## config.mk

```make
export PLATFORM = sky130hd
export DESIGN_NAME = decode_stage
export DESIGN_NICKNAME = d
export VERILOG_FILES = /design/src/rtl/decode_pkg.sv /design/src/rtl/cl_decode.sv /design/src/rtl/imm_gen.sv /design/src/rtl/mem_order_ctrl.sv /design/src/rtl/decode_stage.sv
export VERILOG_INCLUDE_DIRS = /design/src /design/src/rtl
export SDC_FILE = /design/constraint.sdc
export NUM_CORES = 1
export LEC_CHECK = 0
export ABC_AREA = 1
export ABC_CLOCK_PERIOD_IN_PS = 3200
export BUFFER_PORTS_ARGS = -buffer_cell sky130_fd_sc_hd__buf_4
export CAP_MARGIN = 10
export CORE_ASPECT_RATIO = 0.6
export CORE_MARGIN = 10
export CORE_UTILIZATION = 25
export CTS_CLUSTER_DIAMETER = 150
export CTS_CLUSTER_SIZE = 12
export DETAILED_ROUTE_END_ITERATION = 8
export SYNTH_ARGS = -nofsm -noshare
export SYNTH_HDL_FRONTEND = slang
export SYNTH_HIERARCHICAL = 1
export SYNTH_SLANG_ARGS = --single-unit
export TNS_END_PERCENT = 1
```

## constraint.sdc

```tcl
create_clock -name clk_i -period 3.2 [get_ports clk_i]
set_input_delay 0.64 -clock clk_i [delete_from_list [all_inputs] [get_ports clk_i]]
set_output_delay 0.64 -clock clk_i [all_outputs]
set_load 0.005 [all_outputs]
```

## src/rtl/decode_settings.svh

```systemverilog
`ifndef DECODE_SETTINGS_SVH
`define DECODE_SETTINGS_SVH

// RV32 major opcodes
`define RV32_LUI_OP      7'b0110111
`define RV32_AUIPC_OP    7'b0010111
`define RV32_JAL_OP      7'b1101111
`define RV32_JALR_OP     7'b1100111
`define RV32_BRANCH      7'b1100011
`define RV32_LOAD        7'b0000011
`define RV32_STORE       7'b0100011
`define RV32_OP_IMM      7'b0010011
`define RV32_OP          7'b0110011
`define RV32_AMO         7'b0101111
`define RV32_MISC_MEM    7'b0001111

// MISC-MEM funct3 codes
`define RV32_FENCE_FUN3    3'b000
`define RV32_FENCE_I_FUN3  3'b001

// Word-sized AMO funct3
`define RV32_AMO_W_FUN3    3'b010

// M extension funct7 under the OP opcode
`define RV32_MD_FUN7       7'b0000001

// AMOSWAP funct7 with the aq bit or the rl bit set
`define RV32_AMOSWAP_AQ_FUN7  7'b0000110
`define RV32_AMOSWAP_RL_FUN7  7'b0000101

// LR.W with any aq/rl bits, rs1 and rd; rs2 must be zero
`define RV32_LR_W  32'b00010_??_00000_?????_010_?????_0101111

// Bit position of the aq flag in an AMO word
`define RV32_AQ_BIT  26

// Memory operations allowed in flight at once
`define MEM_MAX_OUTSTANDING  4

`endif

```

## src/rtl/decode_pkg.sv

```systemverilog
`default_nettype none

`include "decode_settings.svh"

package decode_pkg;

    // Full fetched instruction word
    typedef logic [31:0] instr_t;

    // Instruction fields
    typedef logic [6:0] opcode_t;
    typedef logic [2:0] funct3_t;
    typedef logic [6:0] funct7_t;
    typedef logic [4:0] reg_idx_t;

    // Sign-extended immediate as handed to execute
    typedef logic [31:0] imm_t;

    // Must hold every value from zero up to the limit
    typedef logic [$clog2(`MEM_MAX_OUTSTANDING + 1) - 1:0] mem_cnt_t;

    // Memory-ordering controller states
    typedef enum logic [0:0] {
        ORD_IDLE,
        ORD_DRAIN
    } order_state_e;

endpackage

`default_nettype wire

```

## src/rtl/cl_decode.sv

```systemverilog
`timescale 1ns/1ps
`default_nettype none

`include "decode_settings.svh"

module cl_decode (
    input  decode_pkg::instr_t instruction_i,
    input  logic               icache_miss_i,
    output logic               op_writes_rf_o,
    output logic               is_mem_op_o,
    output logic               is_byte_op_o,
    output logic               is_hex_op_o,
    output logic               is_load_op_o,
    output logic               is_load_unsigned_o,
    output logic               is_store_op_o,
    output logic               is_branch_op_o,
    output logic               is_jump_op_o,
    output logic               op_reads_rf1_o,
    output logic               op_reads_rf2_o,
    output logic               op_is_auipc_o,
    output logic               is_md_instr_o,
    output logic               op_is_load_reservation_o,
    output logic               op_is_lr_acq_o,
    output logic               is_fence_op_o,
    output logic               is_fence_i_op_o,
    output logic               op_is_swap_aq_o,
    output logic               op_is_swap_rl_o
);

    import decode_pkg::*;

    opcode_t  op;
    funct3_t  funct3;
    funct7_t  funct7;
    reg_idx_t rd;
    reg_idx_t rs1;
    logic     is_swap;

    assign op     = instruction_i[6:0];
    assign rd     = instruction_i[11:7];
    assign funct3 = instruction_i[14:12];
    assign rs1    = instruction_i[19:15];
    assign funct7 = instruction_i[31:25];

    // Only AMOSWAP.aq and AMOSWAP.rl are supported among the AMOs
    assign is_swap = (funct7 == `RV32_AMOSWAP_AQ_FUN7) | (funct7 == `RV32_AMOSWAP_RL_FUN7);

    // Register file write
    always_comb begin
        unique case (op)
            `RV32_LUI_OP, `RV32_AUIPC_OP, `RV32_JAL_OP, `RV32_JALR_OP,
            `RV32_LOAD, `RV32_OP, `RV32_OP_IMM, `RV32_AMO:
                op_writes_rf_o = 1'b1;
            default:
                op_writes_rf_o = 1'b0;
        endcase
    end

    // Data memory access; a fetch miss is replayed as a load
    always_comb begin
        unique case (op)
            `RV32_LOAD, `RV32_STORE, `RV32_AMO:
                is_mem_op_o = 1'b1;
            default:
                is_mem_op_o = icache_miss_i;
        endcase
    end

    // LB, LBU and SB
    always_comb begin
        unique case (funct3)
            3'b000, 3'b100:
                is_byte_op_o = icache_miss_i ? 1'b0 : is_mem_op_o;
            default:
                is_byte_op_o = 1'b0;
        endcase
    end

    // LH, LHU and SH
    always_comb begin
        unique case (funct3)
            3'b001, 3'b101:
                is_hex_op_o = icache_miss_i ? 1'b0 : is_mem_op_o;
            default:
                is_hex_op_o = 1'b0;
        endcase
    end

    // LR.W and AMOSWAP both return a value
    always_comb begin
        unique case (op)
            `RV32_LOAD, `RV32_AMO:
                is_load_op_o = 1'b1;
            default:
                is_load_op_o = icache_miss_i;
        endcase
    end

    assign is_load_unsigned_o = funct3[2] ? is_load_op_o : 1'b0;

    always_comb begin
        unique case (op)
            `RV32_STORE:
                is_store_op_o = 1'b1;
            `RV32_AMO:
                is_store_op_o = is_swap;
            default:
                is_store_op_o = 1'b0;
        endcase
    end

    assign is_branch_op_o = (op == `RV32_BRANCH);
    assign is_jump_op_o   = (op == `RV32_JAL_OP) | (op == `RV32_JALR_OP);

    // First register file read port
    always_comb begin
        unique case (op)
            `RV32_JALR_OP, `RV32_BRANCH, `RV32_LOAD, `RV32_STORE,
            `RV32_OP, `RV32_OP_IMM, `RV32_AMO:
                op_reads_rf1_o = 1'b1;
            default:
                op_reads_rf1_o = 1'b0;
        endcase
    end

    // Second read port; LR.W has no rs2 operand
    always_comb begin
        unique case (op)
            `RV32_BRANCH, `RV32_STORE, `RV32_OP:
                op_reads_rf2_o = 1'b1;
            `RV32_AMO:
                op_reads_rf2_o = is_swap;
            default:
                op_reads_rf2_o = 1'b0;
        endcase
    end

    assign op_is_auipc_o = (op == `RV32_AUIPC_OP);

    // M extension shares the OP opcode
    assign is_md_instr_o = (op == `RV32_OP) & (funct7 == `RV32_MD_FUN7);

    // Memory ordering instructions
    assign op_is_load_reservation_o = (instruction_i ==? `RV32_LR_W);
    assign op_is_lr_acq_o = op_is_load_reservation_o & instruction_i[`RV32_AQ_BIT];

    assign is_fence_op_o = (op == `RV32_MISC_MEM)
                         & (funct3 == `RV32_FENCE_FUN3)
                         & (rs1 == 5'd0)
                         & (rd == 5'd0)
                         & (instruction_i[31:28] == 4'd0);

    // FENCE.I has an all-zero immediate field
    assign is_fence_i_op_o = (op == `RV32_MISC_MEM)
                           & (funct3 == `RV32_FENCE_I_FUN3)
                           & (rs1 == 5'd0)
                           & (rd == 5'd0)
                           & (instruction_i[31:20] == 12'd0);

    assign op_is_swap_aq_o = (op == `RV32_AMO)
                           & (funct3 == `RV32_AMO_W_FUN3)
                           & (funct7 == `RV32_AMOSWAP_AQ_FUN7);

    assign op_is_swap_rl_o = (op == `RV32_AMO)
                           & (funct3 == `RV32_AMO_W_FUN3)
                           & (funct7 == `RV32_AMOSWAP_RL_FUN7);

endmodule

`default_nettype wire

```

## src/rtl/imm_gen.sv

```systemverilog
`timescale 1ns/1ps
`default_nettype none

`include "decode_settings.svh"

module imm_gen (
    input  decode_pkg::instr_t instruction_i,
    output decode_pkg::imm_t   imm_o
);

    import decode_pkg::*;

    opcode_t op;
    logic    sign;

    assign op   = instruction_i[6:0];
    assign sign = instruction_i[31];

    always_comb begin
        unique case (op)
            // I format
            `RV32_LOAD, `RV32_OP_IMM, `RV32_JALR_OP:
                imm_o = {{20{sign}}, instruction_i[31:20]};
            // S format
            `RV32_STORE:
                imm_o = {{20{sign}}, instruction_i[31:25], instruction_i[11:7]};
            // B format, always an even offset
            `RV32_BRANCH:
                imm_o = {{19{sign}}, sign, instruction_i[7], instruction_i[30:25],
                         instruction_i[11:8], 1'b0};
            // U format fills the upper 20 bits
            `RV32_LUI_OP, `RV32_AUIPC_OP:
                imm_o = {instruction_i[31:12], 12'd0};
            // J format
            `RV32_JAL_OP:
                imm_o = {{11{sign}}, sign, instruction_i[19:12], instruction_i[20],
                         instruction_i[30:21], 1'b0};
            default:
                imm_o = '0;
        endcase
    end

endmodule

`default_nettype wire

```

## src/rtl/mem_order_ctrl.sv

```systemverilog
`timescale 1ns/1ps
`default_nettype none

`include "decode_settings.svh"

module mem_order_ctrl (
    input  logic clk_i,
    input  logic rst_n_i,
    input  logic id_valid_i,
    input  logic is_mem_op_i,
    input  logic is_fence_op_i,
    input  logic op_is_lr_acq_i,
    input  logic op_is_swap_aq_i,
    input  logic mem_done_i,
    output logic stall_o
);

    import decode_pkg::*;

    localparam mem_cnt_t cnt_max = mem_cnt_t'(`MEM_MAX_OUTSTANDING);

    mem_cnt_t     mem_cnt;
    order_state_e state;
    logic         order_req;
    logic         cnt_zero;
    logic         cnt_inc;
    logic         cnt_dec;

    // Instructions that must wait for older memory ops to drain
    assign order_req = id_valid_i & (is_fence_op_i | op_is_lr_acq_i | op_is_swap_aq_i);
    assign cnt_zero  = (mem_cnt == '0);

    assign stall_o = (order_req & ~cnt_zero)
                   | (id_valid_i & is_mem_op_i & (mem_cnt == cnt_max));

    // An op counts once it leaves ID
    assign cnt_inc = id_valid_i & ~stall_o & is_mem_op_i;
    assign cnt_dec = mem_done_i & ~cnt_zero;

    always_ff @(posedge clk_i) begin
        if (!rst_n_i) begin
            mem_cnt <= '0;
        end else if (cnt_inc && !cnt_dec) begin
            mem_cnt <= mem_cnt + mem_cnt_t'(1);
        end else if (cnt_dec && !cnt_inc) begin
            mem_cnt <= mem_cnt - mem_cnt_t'(1);
        end
    end

    // Drain tracking; the held instruction issues once the count is zero
    always_ff @(posedge clk_i) begin
        if (!rst_n_i) begin
            state <= ORD_IDLE;
        end else begin
            unique case (state)
                ORD_IDLE:
                    if (order_req && !cnt_zero) begin
                        state <= ORD_DRAIN;
                    end
                ORD_DRAIN:
                    if (cnt_zero) begin
                        state <= ORD_IDLE;
                    end
                default:
                    state <= ORD_IDLE;
            endcase
        end
    end

endmodule

`default_nettype wire

```

## src/rtl/decode_stage.sv

```systemverilog
`timescale 1ns/1ps
`default_nettype none

module decode_stage (
    input  logic                 clk_i,
    input  logic                 rst_n_i,
    input  logic                 instr_valid_i,
    input  decode_pkg::instr_t   instr_i,
    input  logic                 icache_miss_i,
    input  logic                 mem_done_i,
    output logic                 id_valid_o,
    output logic                 stall_o,
    output logic                 op_writes_rf_o,
    output logic                 is_mem_op_o,
    output logic                 is_byte_op_o,
    output logic                 is_hex_op_o,
    output logic                 is_load_op_o,
    output logic                 is_load_unsigned_o,
    output logic                 is_store_op_o,
    output logic                 is_branch_op_o,
    output logic                 is_jump_op_o,
    output logic                 op_reads_rf1_o,
    output logic                 op_reads_rf2_o,
    output logic                 op_is_auipc_o,
    output logic                 is_md_instr_o,
    output logic                 op_is_load_reservation_o,
    output logic                 op_is_lr_acq_o,
    output logic                 is_fence_op_o,
    output logic                 is_fence_i_op_o,
    output logic                 op_is_swap_aq_o,
    output logic                 op_is_swap_rl_o,
    output decode_pkg::imm_t     imm_o,
    output decode_pkg::reg_idx_t rd_o,
    output decode_pkg::reg_idx_t rs1_o,
    output decode_pkg::reg_idx_t rs2_o
);

    import decode_pkg::*;

    logic   id_valid_q;
    instr_t instr_q;
    logic   icache_miss_q;

    // IF/ID register, frozen while the stage stalls
    always_ff @(posedge clk_i) begin
        if (!rst_n_i) begin
            id_valid_q <= 1'b0;
        end else if (!stall_o) begin
            id_valid_q <= instr_valid_i;
        end
    end

    always_ff @(posedge clk_i) begin
        if (!stall_o) begin
            instr_q       <= instr_i;
            icache_miss_q <= icache_miss_i;
        end
    end

    assign id_valid_o = id_valid_q;

    // Register indices straight from the held word
    assign rd_o  = instr_q[11:7];
    assign rs1_o = instr_q[19:15];
    assign rs2_o = instr_q[24:20];

    cl_decode u_cl_decode (
        .instruction_i            (instr_q),
        .icache_miss_i            (icache_miss_q),
        .op_writes_rf_o           (op_writes_rf_o),
        .is_mem_op_o              (is_mem_op_o),
        .is_byte_op_o             (is_byte_op_o),
        .is_hex_op_o              (is_hex_op_o),
        .is_load_op_o             (is_load_op_o),
        .is_load_unsigned_o       (is_load_unsigned_o),
        .is_store_op_o            (is_store_op_o),
        .is_branch_op_o           (is_branch_op_o),
        .is_jump_op_o             (is_jump_op_o),
        .op_reads_rf1_o           (op_reads_rf1_o),
        .op_reads_rf2_o           (op_reads_rf2_o),
        .op_is_auipc_o            (op_is_auipc_o),
        .is_md_instr_o            (is_md_instr_o),
        .op_is_load_reservation_o (op_is_load_reservation_o),
        .op_is_lr_acq_o           (op_is_lr_acq_o),
        .is_fence_op_o            (is_fence_op_o),
        .is_fence_i_op_o          (is_fence_i_op_o),
        .op_is_swap_aq_o          (op_is_swap_aq_o),
        .op_is_swap_rl_o          (op_is_swap_rl_o)
    );

    imm_gen u_imm_gen (
        .instruction_i (instr_q),
        .imm_o         (imm_o)
    );

    mem_order_ctrl u_mem_order_ctrl (
        .clk_i           (clk_i),
        .rst_n_i         (rst_n_i),
        .id_valid_i      (id_valid_q),
        .is_mem_op_i     (is_mem_op_o),
        .is_fence_op_i   (is_fence_op_o),
        .op_is_lr_acq_i  (op_is_lr_acq_o),
        .op_is_swap_aq_i (op_is_swap_aq_o),
        .mem_done_i      (mem_done_i),
        .stall_o         (stall_o)
    );

endmodule

`default_nettype wire

```

==> impl_metrics.csv, run 1 <==
group,metric,value,unit
routing,routed_wl,8880,µm
final_layout,instances_no_fill,579,
die,start_util,25.9,%
routing,postRouteAntennaNets,0,
clock_tree,cts_resized,0,
logic_synthesis,synthDistinctLibCells,26,
die,rows,28,
logic_synthesis,synth.net_count,388,
clock_tree,clockRootBuffer,"clkbuf_16",
logic_synthesis,syn-instance-count,349,
global_route,gr-usage-all-layers,11.7,%
power_and_ir_drop,leakage,1.89,nW
setup_path,critPathLaunch,"instr_q[27]$_DFFE_PN_",
sta,period_needed,2.85,ns
final_layout,regArea,1070,µm²
sta,timing.final.crit_share,89.0,%
setup_path,cp-start-kind,"flop",
logic_synthesis,yosys-top-cells-area,"edfxtp_1, nand2_1, nand3_1",
sta,hold_violations,0,
final_layout,final_nets,482,
setup_path,worstSetupPathType,"reg -> out",
final_layout,n_fill_cell,1070,
clock_tree,cts_buffers,5,
global_route,antenna_found_initial,0,
setup_path,cp_max_fo,6,
setup_path,setup.worst_path.end_class,"output pin",
power_and_ir_drop,peakVddDrop,0.000330,V
final_layout,antenna-diode-count,0,
setup_path,critPathArrivalTime,2.21,ns
setup_path,critPathRequiredTime,2.56,ns
sta,setup-tns-final,0,ns
worst_hold_path,min_from,"instr_i[18]",
clock_tree,cts_setup_buffers,0,
logic_synthesis,netlist_area,2580,µm²
clock_tree,cts_sinks,37,
placement,gp_congestion,0.803,
worst_hold_path,hold_path_class,"in -> reg",
logic_synthesis,ys_warn_count,6,
sta,worst_pin_slew,0.559,ns
placement,dp_slack,0.607,ns
power_and_ir_drop,p_per_area,464,nW/µm²
clock_tree,clk_pin_slew,0.06,ns
placement,dp_cells,571,
global_route,grt_max_degree,22,
logic_synthesis,synth_ff_type,"edfxtp_1",
run,maxCapViolations,0,
routing,via_count,2556,
setup_path,reg2reg_from,"instr_q[27]$_DFFE_PN_",
final_layout,layout_commonest_cell,"buf_4",
global_route,grt_overflow,0,
logic_synthesis,yosys.area.top_type,"edfxtp_1",
routing,drt_pre_antenna_iters,4,
clock_tree,cts_tree,"done",
sta,finClkSkew,0.00721,ns
final_layout,final_util,35.5,%
final_layout,multi_input_comb_area,1170,µm²
run_status,status,"finished clean",
die,die_h,98.6,µm
logic_synthesis,synth-seq-cells,37,
routing,avgViaCountPerCell,4.41,
die,fp.coreArea,9950,µm²
logic_synthesis,syn_area_per_cell,7.38,µm²
logic_synthesis,synth_top_cell_area_share,38.5,%
logic_synthesis,synth_edf_count,33,
die,ios,105,
routing,drt_iter0_markers,207,
clock_tree,htreeDepth,2,
sta,rsz0062_at_grt,"false",
final_layout,mostFrequentLayoutCells,"buf_4, nand2_1, nor2_1, inv_1, nand3_1",
final_layout,syn2layout_area_growth,36.9,%
sta,slew_violations,0,
logic_synthesis,async_flop_share,0,%
clock_tree,clkLatencyLatePin,0.28,ns
final_layout,drive_above_1_share,32.4,%
die,die_w,151,µm
routing,drc,0,
sta,finalWorstSetupSlack,0.352,ns
routing,routedWlPerCell,15.3,µm
clock_tree,hold_buffers,0,
sta,slew_headroom,62.6,%
clock_tree,cts_buffer_depth,2,
logic_synthesis,yosysSeqAreaShare,41.6,%
global_route,grt_pass1_vias,2547,
sta,finalSetupViolCount,0,
global_route,grt_pass1_wl,13800,µm
placement,place_hpwl,7220,µm
sta,holdWs,0.530,ns
die,die-area,14900,µm²
placement,io_buffers,104,
sta,max_freq,351,MHz
routing by layer:
layer	vias up	track usage, %	share of wire (%)
met2	103	16.8	41
met1	1168	15.6	47
li1	1283	-	-
met5	-	0	0
met4	0	1.55	0.26
met3	2	5.84	12
path summary, 6_finish.rpt:
check	to	slack [ns]	depth (start not counted)
worst max-delay path	stall_o	0.35	8
worst max register to register	u_mem_order_ctrl/mem_cnt[1]$_SDFFE_PN0P_	0.54	12
worst min-delay path	instr_q[18]$_DFFE_PN_	0.53	1
worst min register to register	u_mem_order_ctrl/mem_cnt[0]$_SDFFE_PN0P_	0.56	2
sequential cells by signal (all words and copies together), names as in the netlist:
signal,cells
icache_miss_q,1
instr_q,32
id_valid_o,1
u_mem_order_ctrl/mem_cnt,3
cell type report:
class / instances / area share [%]
multi-input combinational: 245 / 33.1
sequential: 37 / 30.4
timing repair buffer: 106 / 22.6
inverter: 48 / 5.11
tap: 135 / 4.79
clock buffer: 6 / 3.65
clock inverter: 2 / 0.426
stage by stage:
stage	total power, mW	cell area, µm²
finish	1.64	3530
CTS	1.66	3530
detailed placement	1.16	3380
global placement	1.14	3380
global route	1.75	3530
floorplan	0.975	2580
Yosys cell counts (2+ instances only):
cell type and number:
nand3_1 39, inv_1 44, a21oi_1 2, nand2_2 12, nand2_1 99, inv_2 4, nand2_4 2, nand3_2 4
buf_6 4, nor2_2 3, buf_4 15, nand4_1 3, nor3_1 9, dfxtp_1 4, nor2_1 51, nor2_4 4
edfxtp_1 33, o21ai_0 9
kinds of logic after synthesis:
family          count (synthesis)  share of synthesized area (%)
simple gates                  229                           41.0
flops                          37                           41.6
fa+ha+maj                       2                           1.26
compound gates                 14                           3.06
buf+inv                        67                           13.1
report_power, final:
part | leakage [nW] | total [mW] | internal, mW | switching [mW]
clock network | 0.0631 | 0.488 | 0.289 | 0.199
registers | 0.381 | 0.707 | 0.616 | 0.0919
logic | 1.45 | 0.441 | 0.188 | 0.253
total | 1.89 | 1.64 | 1.09 | 0.544
critical path, stage by stage (launching register included):
cell and delay (ns):
edfxtp_1 0.50, nor2_1 0.14, nand3_1 0.16, nand2b_1 0.20
nor3_1 0.38, nor3_1 0.10, nand2_1 0.09, and2_1 0.21
buf_4 0.14
Note: power is estimated with default switching activity, not from simulation.
==> inputs of run 2 (changes only) <==
--- a/config.mk
+++ b/config.mk
@@ -6,16 +6,16 @@
 export SDC_FILE = /design/constraint.sdc
 export NUM_CORES = 1
 export LEC_CHECK = 0
-export ABC_AREA = 1
 export ABC_CLOCK_PERIOD_IN_PS = 3200
 export BUFFER_PORTS_ARGS = -buffer_cell sky130_fd_sc_hd__buf_4
 export CAP_MARGIN = 10
 export CORE_ASPECT_RATIO = 0.6
 export CORE_MARGIN = 10
-export CORE_UTILIZATION = 25
+export CORE_UTILIZATION = 45
 export CTS_CLUSTER_DIAMETER = 150
 export CTS_CLUSTER_SIZE = 12
 export DETAILED_ROUTE_END_ITERATION = 8
+export PLACE_DENSITY = 0.77
 export SYNTH_ARGS = -nofsm -noshare
 export SYNTH_HDL_FRONTEND = slang
 export SYNTH_HIERARCHICAL = 1
==> run 2 against run 1 <==
  * Critical path depth down 2
  * Sequential share of layout area up 3.0 points
  * Register-to-register slack worse by 0.25 ns
  * Fmax shrank 3.4%
  * Power is 1.6% lower
  * Non-clock buffer count increased by 9
  * Routed wire length shrank 17%
  * Critical path type unchanged
  * Highest routed layer unchanged
==> impl_metrics.csv, run 2 <==
group,metric,value,unit
global_route,grt_pass1_vias,2144,
sta,holdWs,0.515,ns
sta,finClkSkew,0.00719,ns
setup_path,setup.worst_path.end_class,"output pin",
setup_path,critPathRequiredTime,2.56,ns
logic_synthesis,synth_edf_count,33,
setup_path,critPathMaxStageDelay,0.52,ns
sta,max_freq,339,MHz
run_status,status,"finished clean",
routing,drt_pre_antenna_iters,5,
sta,hold_violations,0,
global_route,gr-usage-all-layers,16.7,%
routing,postRouteAntennaNets,0,
die,rows,20,
sta,finalSetupViolCount,0,
worst_hold_path,min_from,"instr_i[2]",
die,fp.coreArea,5030,µm²
clock_tree,hold_buffers,0,
clock_tree,cts_sinks,37,
placement,place_hpwl,5710,µm
worst_hold_path,whs_endpoint,"instr_q[2]$_DFFE_PN_",
routing,routedWlPerCell,19.0,µm
power_and_ir_drop,p_per_area,502,nW/µm²
logic_synthesis,synthDistinctLibCells,54,
global_route,grt_overflow,0,
placement,io_buffers,104,
placement,dp_slack,0.271,ns
clock_tree,cts_buffer_depth,2,
die,die_h,75.6,µm
setup_path,critPathLaunch,"instr_q[4]$_DFFE_PN_",
routing,drt_iter0_markers,113,
sta,setup-tns-final,0,ns
die,start_util,46.0,%
final_layout,syn2layout_area_growth,38.4,%
sta,worst_pin_slew,0.673,ns
routing,via_count,2130,
final_layout,largest_reg_flops,32,
die,die-area,8510,µm²
final_layout,layout_commonest_cell,"buf_4",
routing,top_layer,"met4",
sta,period_needed,2.95,ns
final_layout,n_fill_cell,436,
power_and_ir_drop,leakage,1.44,nW
clock_tree,clockRootBuffer,"clkbuf_8",
logic_synthesis,synth_top_cell_area_share,42.8,%
clock_tree,clk_pin_slew,0.08,ns
clock_tree,cts_buffers,5,
logic_synthesis,ys_warn_count,6,
sta,timing.final.crit_share,92.1,%
logic_synthesis,synth-seq-cells,37,
setup_path,cp_cell_sequence,"nor2b_1 -> nand4_1 -> nor4_1 -> nor3_1 -> a21oi_1 -> buf_4",
clock_tree,cts_tree,"done",
sta,rsz0062_at_grt,"false",
routing,drc,0,
clock_tree,clkLatencyLatePin,0.29,ns
routing,avgViaCountPerCell,5.50,
die,die_w,113,µm
clock_tree,htreeDepth,2,
logic_synthesis,syn_area_per_cell,10.2,µm²
global_route,grt_max_degree,34,
final_layout,top_regs,"instr_q x32, u_mem_order_ctrl/mem_cnt x3",
final_layout,multi_input_comb_area,1020,µm²
setup_path,r2r-end,"u_mem_order_ctrl/mem_cnt[2]$_SDFFE_PN0P_",
die,ios,105,
worst_hold_path,min_path_cells,1,
logic_synthesis,syn-instance-count,226,
sta,slew_headroom,55.1,%
sta,slew_violations,0,
setup_path,cp_max_fo,6,
setup_path,r2r_cells,12,
setup_path,reg2reg_from,"instr_q[1]$_DFFE_PN_",
logic_synthesis,yosys.area.top_type,"edfxtp_1",
logic_synthesis,yosysSeqAreaShare,46.2,%
routing,route.met2.wl,3490,µm
run,maxCapViolations,0,
logic_synthesis,yosys-top-cells-count,"edfxtp_1, buf_4, nand3_1, o21ai_0, nor2_1",
final_layout,antenna-diode-count,0,
final_layout,mostFrequentLayoutCells,"buf_4, edfxtp_1, nand3_1, o21ai_0, nor2_1",
setup_path,rrSetupSlack,0.29,ns
power_and_ir_drop,peakVddDrop,0.000331,V
routing,wl_met3,782,µm
routing,met1_length,3020,µm
final_layout,drive_above_1_share,43.9,%
setup_path,cp-start-kind,"flop",
logic_synthesis,netlist_area,2320,µm²
worst_hold_path,hold_path_class,"in -> reg",
setup_path,worstSetupPathType,"reg -> out",
setup_path,critPathArrivalTime,2.31,ns
sta,finalWorstSetupSlack,0.252,ns
logic_synthesis,async_flop_share,0,%
final_layout,top_register,"instr_q",
final_layout,regArea,1070,µm²
global_route,grt_pass1_wl,11200,µm
logic_synthesis,synth.net_count,265,
final_layout,final_nets,359,
setup_path,slowest_stage,"edfxtp_1",
logic_synthesis,yosysMostFrequentCell,"edfxtp_1",
placement,gp_congestion,0.827,
routing,routed_wl,7340,µm
logic_synthesis,yosys-top-cells-area,"edfxtp_1, buf_4, dfxtp_1",
logic_synthesis,synth_ff_type,"edfxtp_1",
global_route,antenna_found_initial,0,
run 2: cells by family (layout without fill, tap and decap cells):
kind of cell	after synthesis	in the layout	share of synthesized area (%)
buffers and inverters	37	132	9.67
muxes	3	3	1.30
xor gates and xnor gates	3	3	1.13
AOI/OAI and AO/OA	48	48	15.4
and+or+nand+nor	96	96	24.9
DFF	37	37	46.2
adders and majority gates	2	2	1.40
run 2: cell type report:
type,count,share of cell area (%)
inverters,9,1.05
clock inverters,3,2.03
repair buffers,115,26.9
flip-flops and latches,37,33.4
well taps,66,2.58
clock buffers,5,2.15
multi-input cells,152,31.9
run 2: critical path, delay by kind of cell (launching register included):
family / cells / cell delay [ns]
AO/OA/AOI/OAI: 1 / 0.27
buffers and inverters: 1 / 0.17
flip-flops: 1 / 0.52
AND/OR/NAND/NOR: 4 / 1.05
run 2: metrics by stage:
stage,instances,instance area [µm²],power [mW],utilization (%)
after floorplan,226,2320,0.961,-
after global placement,375,3040,1.11,60.5
after detailed placement,375,3040,1.13,60.5
after CTS,383,3180,1.61,63.1
after global routing,387,3210,1.69,63.7
final,387,3210,1.61,63.7
run 2: timing repair:
action | CTS | global route
resized for setup | 0 | 0
endpoints found under the setup margin | 0 | 1
buffers inserted | 0 | 4
run 2: power by group:
part / total [mW] / internal, mW / switching, mW
Combinational: 0.431 / 0.217 / 0.215
Clock: 0.487 / 0.310 / 0.177
Sequential: 0.692 / 0.611 / 0.0815
run 2: worst max-delay path by stage:
stage                                          endpoint  slack (ns)  depth (start not counted)
6_report                                        stall_o        0.25                          6
5_1_grt        u_mem_order_ctrl/mem_cnt[2]$_SDFFE_PN0P_        0.06                         12
4_1_cts        u_mem_order_ctrl/mem_cnt[2]$_SDFFE_PN0P_        0.24                         12
3_5_place_dp   u_mem_order_ctrl/mem_cnt[2]$_SDFFE_PN0P_        0.27                         12
3_3_place_gp   u_mem_order_ctrl/mem_cnt[2]$_SDFFE_PN0P_        0.43                         12
2_1_floorplan  u_mem_order_ctrl/mem_cnt[2]$_SDFFE_PN0P_        0.50                         13
run 2: metal layers:
layer  up-vias  track usage [%]
met2        84             26.8
met3         6             7.70
li1       1021                -
met1      1019             19.6
met4         0             6.02
met5         -                0
